`config.mk`:
```
export PLATFORM = sky130hd
export DESIGN_NAME = ooo_exec_core
export DESIGN_NICKNAME = d
export VERILOG_FILES = /design/src/common/ooo_pkg.sv /design/src/common/dispatch_if.sv /design/src/mul_lane/mul_lane.sv /design/src/rob/reorder_buffer.sv /design/src/rtl/alu_lane.sv /design/src/rtl/ooo_exec_core.sv
export SDC_FILE = /design/constraint.sdc
export NUM_CORES = 2
export LEC_CHECK = 0
export BUFFER_PORTS_ARGS = -buffer_cell sky130_fd_sc_hd__buf_2
export CORE_UTILIZATION = 30
export CTS_CLUSTER_DIAMETER = 40
export DETAILED_ROUTE_END_ITERATION = 16
export SYNTH_ARGS = -nofsm -noshare
export SYNTH_HDL_FRONTEND = slang
export SYNTH_SLANG_ARGS = --single-unit
```
`constraint.sdc`:
```
create_clock -name clock -period 14.8 [get_ports clock]
set_clock_uncertainty 0.2 [all_clocks]
set_input_delay 1.48 -clock clock [delete_from_list [all_inputs] [get_ports clock]]
set_output_delay 1.48 -clock clock [all_outputs]
set_load 0.01 [all_outputs]
```
`src/common/ooo_pkg.sv`:
```
`default_nettype none

package ooo_pkg;

	// datapath width
	localparam int XLEN = 32;

	typedef logic [XLEN-1:0] word_t;

	// architectural destination index
	typedef logic [4:0] reg_idx_t;

	// tag and count widths sized for the deepest buffer
	localparam int MAX_ROB_DEPTH = 16;

	typedef logic [$clog2(MAX_ROB_DEPTH)-1:0] rob_tag_t;
	typedef logic [$clog2(MAX_ROB_DEPTH):0]   rob_count_t;

	// integer opcodes, alu group first
	typedef enum logic [3:0] {
		OP_ADD   = 4'd0,
		OP_SUB   = 4'd1,
		OP_AND   = 4'd2,
		OP_OR    = 4'd3,
		OP_XOR   = 4'd4,
		OP_SLL   = 4'd5,
		OP_SRL   = 4'd6,
		OP_SLT   = 4'd7,
		OP_MUL   = 4'd8,
		OP_MULHU = 4'd9
	} op_t;

	// one common data bus broadcast
	typedef struct packed {
		logic     valid;
		rob_tag_t tag;
		word_t    data;
	} completion_t;

	// lane split, multiplies go to the mul lane
	function automatic logic op_is_mul(input op_t op);
		return (op == OP_MUL) || (op == OP_MULHU);
	endfunction

endpackage

`default_nettype wire

```
`src/common/dispatch_if.sv`:
```
`default_nettype none
`timescale 1ns/1ps

// one dispatched operation on its way to the lanes
interface dispatch_if;
	import ooo_pkg::*;

	// strobe for an accepted dispatch
	logic     valid;
	op_t      op;
	// operands already read
	word_t    a;
	word_t    b;
	// reorder buffer slot of this op
	rob_tag_t tag;

	// reorder buffer side
	modport source (output valid, op, a, b, tag);

	// execution lane side
	modport lane (input valid, op, a, b, tag);

endinterface

`default_nettype wire

```
`src/mul_lane/mul_lane.sv`:
```
`default_nettype none
`timescale 1ns/1ps

module mul_lane #(
	parameter int MUL_STAGES = 3
) (
	input  logic                 clock,
	input  logic                 reset,
	dispatch_if.lane             disp,
	output ooo_pkg::completion_t done
);
	import ooo_pkg::*;

	// index of the output stage
	localparam int LAST = MUL_STAGES - 1;

	logic               take;
	logic [2*XLEN-1:0]  product;

	// pipeline registers, stage 0 takes the new op
	logic [MUL_STAGES-1:0] valid_q;
	rob_tag_t              tag_q  [MUL_STAGES];
	logic                  hi_q   [MUL_STAGES];
	logic [2*XLEN-1:0]     prod_q [MUL_STAGES];

	assign take = disp.valid && op_is_mul(disp.op);

	// full unsigned product
	assign product = {{XLEN{1'b0}}, disp.a} * {{XLEN{1'b0}}, disp.b};

	// valid shift, a new op every cycle
	always_ff @(posedge clock) begin
		if (reset) begin
			valid_q <= '0;
		end else begin
			valid_q[0] <= take;
			for (int i = 1; i < MUL_STAGES; i++) begin
				valid_q[i] <= valid_q[i-1];
			end
		end
	end

	// payload follows the valid bits
	always_ff @(posedge clock) begin
		if (take) begin
			tag_q[0]  <= disp.tag;
			hi_q[0]   <= (disp.op == OP_MULHU);
			prod_q[0] <= product;
		end
		for (int i = 1; i < MUL_STAGES; i++) begin
			tag_q[i]  <= tag_q[i-1];
			hi_q[i]   <= hi_q[i-1];
			prod_q[i] <= prod_q[i-1];
		end
	end

	// last stage picks low or high word
	assign done = '{
		valid: valid_q[LAST],
		tag:   tag_q[LAST],
		data:  hi_q[LAST] ? prod_q[LAST][2*XLEN-1:XLEN] : prod_q[LAST][XLEN-1:0]
	};

endmodule

`default_nettype wire

```
`src/rob/reorder_buffer.sv`:
```
`default_nettype none
`timescale 1ns/1ps

module reorder_buffer #(
	parameter int ROB_DEPTH = 8
) (
	input  logic                 clock,
	input  logic                 reset,
	input  logic                 in_valid,
	input  ooo_pkg::op_t         in_op,
	input  ooo_pkg::word_t       in_a,
	input  ooo_pkg::word_t       in_b,
	input  ooo_pkg::reg_idx_t    in_dest,
	dispatch_if.source           disp,
	input  ooo_pkg::completion_t alu_done,
	input  ooo_pkg::completion_t mul_done,
	output logic                 rob_full,
	output ooo_pkg::rob_count_t  rob_free_count,
	output logic                 commit_valid,
	output ooo_pkg::reg_idx_t    commit_dest,
	output ooo_pkg::word_t       commit_data
);
	import ooo_pkg::*;

	// pointer width for a power of two depth
	localparam int PTR_W = $clog2(ROB_DEPTH);

	////////////////////////////////////////////////////////////
	// entry storage and pointers

	// per entry done flag, cleared on retire
	logic [ROB_DEPTH-1:0] done_q;
	reg_idx_t             dest_q   [ROB_DEPTH];
	word_t                result_q [ROB_DEPTH];

	// oldest entry and next free slot
	logic [PTR_W-1:0] head;
	logic [PTR_W-1:0] tail;

	logic accept;
	logic retire;

	// completion slots, upper tag bits unused below max depth
	logic [PTR_W-1:0] alu_idx;
	logic [PTR_W-1:0] mul_idx;

	////////////////////////////////////////////////////////////
	// dispatch side

	// strobe while full is dropped
	assign accept   = in_valid && !rob_full;
	assign rob_full = (rob_free_count == '0);

	// op goes to the lanes with the tail as its tag
	assign disp.valid = accept;
	assign disp.op    = in_op;
	assign disp.a     = in_a;
	assign disp.b     = in_b;
	assign disp.tag   = rob_tag_t'(tail);

	////////////////////////////////////////////////////////////
	// completion and retire

	assign alu_idx = alu_done.tag[PTR_W-1:0];
	assign mul_idx = mul_done.tag[PTR_W-1:0];

	// head marked done on an earlier edge
	assign retire = done_q[head];

	// control state
	always_ff @(posedge clock) begin
		if (reset) begin
			head           <= '0;
			tail           <= '0;
			done_q         <= '0;
			rob_free_count <= rob_count_t'(ROB_DEPTH);
			commit_valid   <= 1'b0;
		end else begin
			if (accept) begin
				tail <= tail + 1'b1;
			end
			if (retire) begin
				head <= head + 1'b1;
			end
			// both lanes may finish together, never on the same tag
			if (alu_done.valid) begin
				done_q[alu_idx] <= 1'b1;
			end
			if (mul_done.valid) begin
				done_q[mul_idx] <= 1'b1;
			end
			if (retire) begin
				done_q[head] <= 1'b0;
			end
			// one in and one out on the same edge cancel
			rob_free_count <= rob_free_count - rob_count_t'(accept) + rob_count_t'(retire);
			commit_valid   <= retire;
		end
	end

	// entry payload and commit outputs
	always_ff @(posedge clock) begin
		if (accept) begin
			dest_q[tail] <= in_dest;
		end
		if (alu_done.valid) begin
			result_q[alu_idx] <= alu_done.data;
		end
		if (mul_done.valid) begin
			result_q[mul_idx] <= mul_done.data;
		end
		if (retire) begin
			commit_dest <= dest_q[head];
			commit_data <= result_q[head];
		end
	end

endmodule

`default_nettype wire

```
`src/rtl/alu_lane.sv`:
```
`default_nettype none
`timescale 1ns/1ps

module alu_lane (
	input  logic                 clock,
	input  logic                 reset,
	dispatch_if.lane             disp,
	output ooo_pkg::completion_t done
);
	import ooo_pkg::*;

	// only non-multiply ops belong here
	logic  take;
	word_t result;

	// registered completion
	logic     valid_q;
	rob_tag_t tag_q;
	word_t    data_q;

	assign take = disp.valid && !op_is_mul(disp.op);

	// opcode decode
	always_comb begin
		case (disp.op)
			OP_ADD:  result = disp.a + disp.b;
			OP_SUB:  result = disp.a - disp.b;
			OP_AND:  result = disp.a & disp.b;
			OP_OR:   result = disp.a | disp.b;
			OP_XOR:  result = disp.a ^ disp.b;
			// shift amount from low 5 bits of b
			OP_SLL:  result = disp.a << disp.b[4:0];
			OP_SRL:  result = disp.a >> disp.b[4:0];
			// signed compare, 1 or 0
			OP_SLT:  result = ($signed(disp.a) < $signed(disp.b)) ? word_t'(1) : '0;
			default: result = '0;
		endcase
	end

	// strobe, one cycle per accepted op
	always_ff @(posedge clock) begin
		if (reset) begin
			valid_q <= 1'b0;
		end else begin
			valid_q <= take;
		end
	end

	// tag and result travel with the strobe
	always_ff @(posedge clock) begin
		if (take) begin
			tag_q  <= disp.tag;
			data_q <= result;
		end
	end

	assign done = '{valid: valid_q, tag: tag_q, data: data_q};

endmodule

`default_nettype wire

```
`src/rtl/ooo_exec_core.sv`:
```
`default_nettype none
`timescale 1ns/1ps

module ooo_exec_core #(
	parameter int ROB_DEPTH  = 8,
	parameter int MUL_STAGES = 3
) (
	input  logic               clock,
	input  logic               reset,
	input  logic               dispatch_valid,
	input  ooo_pkg::op_t       dispatch_op,
	input  ooo_pkg::word_t     dispatch_a,
	input  ooo_pkg::word_t     dispatch_b,
	input  ooo_pkg::reg_idx_t  dispatch_dest,
	output logic               rob_full,
	output ooo_pkg::rob_count_t rob_free_count,
	output logic               commit_valid,
	output ooo_pkg::reg_idx_t  commit_dest,
	output ooo_pkg::word_t     commit_data
);
	import ooo_pkg::*;

	////////////////////////////////////////////////////////////
	// dispatch bus and completion wires

	// fanned out to both lanes
	dispatch_if disp_bus ();

	// one broadcast per lane into the buffer
	completion_t alu_done;
	completion_t mul_done;

	////////////////////////////////////////////////////////////
	// reorder buffer, owns tags and in-order retire

	reorder_buffer #(
		.ROB_DEPTH(ROB_DEPTH)
	) rob_i (
		.clock          (clock),
		.reset          (reset),
		.in_valid       (dispatch_valid),
		.in_op          (dispatch_op),
		.in_a           (dispatch_a),
		.in_b           (dispatch_b),
		.in_dest        (dispatch_dest),
		.disp           (disp_bus.source),
		.alu_done       (alu_done),
		.mul_done       (mul_done),
		.rob_full       (rob_full),
		.rob_free_count (rob_free_count),
		.commit_valid   (commit_valid),
		.commit_dest    (commit_dest),
		.commit_data    (commit_data)
	);

	////////////////////////////////////////////////////////////
	// execution lanes

	// single cycle integer ops
	alu_lane alu_i (
		.clock (clock),
		.reset (reset),
		.disp  (disp_bus.lane),
		.done  (alu_done)
	);

	// pipelined multiplier
	mul_lane #(
		.MUL_STAGES(MUL_STAGES)
	) mul_i (
		.clock (clock),
		.reset (reset),
		.disp  (disp_bus.lane),
		.done  (mul_done)
	);

endmodule

`default_nettype wire

```
# Yosys cells after proc, flatten, opt, wreduce, memory -nomap -nowiden
# Memory sizes are Yosys's and may differ from the RTL's. A register that Yosys moved wholly into a read port is not among the register bits.
# Cells that the tools add are included.
# word_totals
register_bits,59
mem_bits_rw,503
inputBits,76
output_inout_bits,44
wordCells,81
memories,5
# mem_list
name,words,width,rd,rd_clocked_by_memory_dff,write_ports,line,rtl
rob_i.result_q,8,32,1,1,2,reorder_buffer.sv:34,word_t result_q [ROB_DEPTH];
mul_i.prod_q,3,64,3,0,3,mul_lane.sv:24,logic [2*XLEN-1:0] prod_q [MUL_STAGES];
rob_i.dest_q,8,5,1,1,1,reorder_buffer.sv:33,reg_idx_t dest_q [ROB_DEPTH];
mul_i.tag_q,3,4,3,0,3,mul_lane.sv:22,rob_tag_t tag_q [MUL_STAGES];
mul_i.hi_q,3,1,3,0,3,mul_lane.sv:23,logic hi_q [MUL_STAGES];
# classes
n_addsub,6
multipliers,1
order_cmp,7
n_eq_ne,9
shift,2
n_mux,24
bitwise,7
n_reduce_logical,11
# ops
operator,n
$pmux W32 S8,1
$mul A32 B32 Y64,1
$mux W8,5
$add A32 B32 Y32,1
$and A32 B32 Y32,1
$lt A32 B32 Y1,1
$mux W32,1
$or A32 B32 Y32,1
$shl A32 B5 Y32,1
$shr A32 B5 Y32,1
$sub A32 B32 Y32,1
$xor A32 B32 Y32,1
$eq A4 B3 Y1 const B,4
$or A8 B8 Y8,2
$mux W1,13
$lt A3 B4 Y1 const B,3
$demux W1 S3,3
$ge A3 B1 Y1 const B,3
$and A8 B8 Y8,1
$eq A4 B2 Y1 const B,2
$eq A4 B4 Y1 const B,2
$not A8 Y8,1
$add A3 B1 Y3 const B,2
$logic_and A1 B1 Y1,6
other kinds (8),9

# Depth between registers and ports, before layout
# depth
ltp_word,12
mapped_depth,33
depth_no_buf,29

# Hierarchy
# From an unflattened synthesis, not the netlist that was laid out.
# unflattened
cells_unflattened,6125
area_unflattened_um2,64674.5
# modules_own_cells
mod,instances,cells_per_inst,area_per_inst_um2,seq_area_each_um2
mul_lane,1,3954,38677.1,4894.7
reorder_buffer,1,966,16950.0,10400.0
alu_lane,1,1205,9047.4,1101.1

# Worst setup path after synthesis
# No wires, ideal clock.
# synth_path
kind,input to register
start,in dispatch_b[2]
end,"mem mul_i.prod_q[0][60] (netlist name), data pin"
setup_ns,0.259
arrival_time_ns,8.938
required_ns,14.341
path_slack_ns,5.403
path_stages,27
n_path_buf,4
path_cell_list,inv_2 > buf_1 > buf_1 > clkbuf_1 > nor2_1 > fa_1 > inv_1 > fa_1 > fa_1 > fa_1 > inv_1 > fa_1 > fa_1 > fa_1 > fa_1 > ha_1 > buf_2 > nand2_1 > or3_1 > nor3_2 > nor2_1 > o21ai_1 > a2111oi_2 > o211a_4 > o41ai_4 > o221ai_2 > xnor2_1
# synth_lines
item,line,rtl
"start, declared",ooo_exec_core.sv:13,"input ooo_pkg::word_t dispatch_b,"
"end, declared",mul_lane.sv:24,

==> results.py <==
metrics = {
    "status": {
        "outcome": "finished with violations",
        "violations": "DRC",
    },
    "die": {
        "start_util_pct": 30.2,
        "die_h_um": 455,
        "die_area_um2": 207000,
        "die_w_um": 455,
        "core_um2": 204000,
        "rows": 166,
        "io_pins": 120,
    },
    "routing": {
        "drc": 4,
        "drtIter0Drc": 5258,
        "vias": 48000,
        "drt-total-wl_mm": 232,
        "routedWlPerCell_um": 25.7,
        "viasPerCell": 5.31,
        "final_antenna_net_count": 0,
        "first_pass_iters": 11,
    },
    "synthesis": {
        "synth_warnings": 0,
        "ys_ff_latch": 596,
        "yosysMostFrequentCell": "inv_1",
        "syn_avg_cell_area_um2": 9.67,
        "synthFlopType": "edfxtp_1",
        "netlist.top_cell.by_area": "fa_1",
        "synth_commonest_cells": "inv_1 (970), nor2_1 (914), fa_1 (898)",
        "synth_area_um2": 61600,
        "syn_nets": 7716,
        "synthTopCellsByArea": "fa_1 (29%), edfxtp_1 (21%), ha_1 (7.5%)",
        "synth_edf_count": 436,
        "yosys.area.top_type_share_pct": 29.2,
        "postSynth.asyncResetShare_pct": 0,
        "synthCells": 6372,
        "ys_types": 88,
        "ys_seq_area_share_pct": 26.4,
    },
    "timing": {
        "period_needed_ns": 10.92,
        "tightest_slew_ns": 1.36,
        "hold_viol": 0,
        "min_period_over_period_pct": 73.8,
        "rsz0062_at_grt": "no",
        "slew_viol_final": 0,
        "setup_viol": 0,
        "slew_headroom_pct": 8.80,
        "fmax_mhz": 91.6,
        "setup_tns_ns": 0,
    },
    "worst_setup_path": {
        "slowest_stage": "clkinv_1",
        "cp-end-kind": "flop",
        "r2r_setup_slack_ns": 11.30,
        "critPathMaxFanout": 19,
        "worstPathArrival_ns": 11.12,
        "worstPathRequired_ns": 15.00,
        "critPathMaxStageDelay_ns": 1.00,
        "critPathKind": "in2reg",
        "crit_top_cell": "fa_1",
        "startpoint_type": "input port",
    },
    "flow_run": {
        "drv_cap": 0,
    },
    "global_route": {
        "track_usage_pct": 22.3,
        "antenna_found_initial": 18,
        "grt_pass1_vias": 49000,
        "grt_overflow_total": 0,
        "grt_pass1_wl_mm": 336,
        "grt_start_max_net_pins": 70,
    },
    "clock_network": {
        "clk_pin_slew_ns": 0.06,
        "clockBufferDepth": 3,
        "h-tree-depth": 3,
        "post_cts_resized": 0,
        "cts_tree": "built",
        "cts_sinks": 596,
        "clock_latency_ns": 0.68,
        "cts_setup_buffers": 0,
        "postCtsHoldBufs": 0,
        "cts.root.buffer_cell": "clkbuf_16",
        "cts_buffers": 75,
    },
    "placement": {
        "port_buffers": 119,
        "dp_hpwl_mm": 173,
        "place.gp.congestion": 1.01,
    },
    "layout": {
        "fin_nets": 7617,
        "final_core_util_pct": 33.2,
        "nFillCells": 20900,
        "area_growth_pct": 9.96,
        "drive_gt1_share_pct": 8.87,
    },
    "worst_hold_path": {
        "hold_path_class": "reg2reg",
    },
}
[logic make-up after synthesis]
family / share of synthesized area (%)
compound gates: 9.09
xor+xnor: 1.41
fa+ha+maj: 36.7
buf+inv: 8.92
flops: 26.4
mux: 5.65
simple gates: 11.8
[path summary, 6_finish.rpt]
check	from	end	cells after the start
worst max-delay path	dispatch_b[8]	mul_i.prod_q[0][61]	26
worst min-delay path	mul_i.prod_q[0][76]	mul_i.prod_q[0][140]	0
worst max register to register	rob_i.head[1]	rob_i.rob_free_count[4]	12
worst min register to register	mul_i.prod_q[0][76]	mul_i.prod_q[0][140]	0
[layout make-up]
| class | instances | area [um^2] | share of cell area [%] |
|---|---|---|---|
| Clock inverter | 49 | 776 | 1.14 |
| Clock buffer | 90 | 2040 | 3.01 |
| Timing Repair Buffer | 244 | 1540 | 2.27 |
| Inverter | 1002 | 3760 | 5.55 |
| Sequential cell | 596 | 16300 | 24.1 |
| Antenna cell | 13 | 32.5 | 0.0480 |
| Tap cell | 2688 | 3360 | 4.96 |
| Multi-Input combinational cell | 4354 | 40000 | 59.0 |
[cells in the final DEF (no fill, tap or decap), drive strengths merged, types with 14 or more instances in the layout]
master	n
inv	992
nor2	914
fa	898
nand2	688
edfxtp	436
ha	370
o21ai	324
a21oi	321
buf	244
dfxtp	160
mux2i	107
clkbuf	90
mux4	85
xnor2	71
mux2	44
clkinv	44
a21o	41
nor3	39
nand3	36
a211oi	28
xor2	28
a22oi	27
nand4	26
a31oi	24
o211ai	24
o22ai	23
nand2b	21
o21bai	20
nor2b	19
or3	16
and3	14
[flip-flops by register name, summed over array words and instances, names as in the netlist]
register and cells:
mul_i.tag_q 9, rob_i.rob_free_count 5, rob_i.result_q 256, alu_i.data_q 32
rob_i.dest_q 40, alu_i.tag_q 3, mul_i.valid_q 3, mul_i.prod_q 192
rob_i.head 3, rob_i.commit_dest 5, rob_i.done_q 8, rob_i.tail 3
alu_i.valid_q 1, rob_i.commit_data 32, rob_i.commit_valid 1, mul_i.hi_q 3
[through the flow]
step / area [um^2] / hold WS (ns) / instances / setup slack (ns)
finish: 67800 / 0.0925 / 9036 / 3.88
global route: 67800 / 0.102 / 9028 / 3.73
CTS: 67700 / 0.0963 / 9023 / 4.15
detailed placement: 64900 / 0.112 / 8884 / 3.46
global placement: 64900 / 0.110 / 8884 / 3.34
floorplan: 61600 / 0.110 / 6372 / 5.40
[critical path: cells and delay by family]
kind,cells,cell delay (ns)
adders and majority gates,9,4.67
and+or+nand+nor,6,1.74
AOI/OAI and AO/OA,4,1.45
buffers and inverters,6,1.65
xor gates and xnor gates,1,0.11
[per-layer routing]
metal,share of wire (%),global-route usage [%],routed length (um)
met1,39,29.0,91700
met4,6.5,12.5,15100
met2,44,34.2,103000
met3,9.7,4.92,22500
met5,0.045,0.138,104
Power is left out: the tool's default activity adds up to more than one toggle a clock period on the data nets, which glitch-free logic cannot reach.
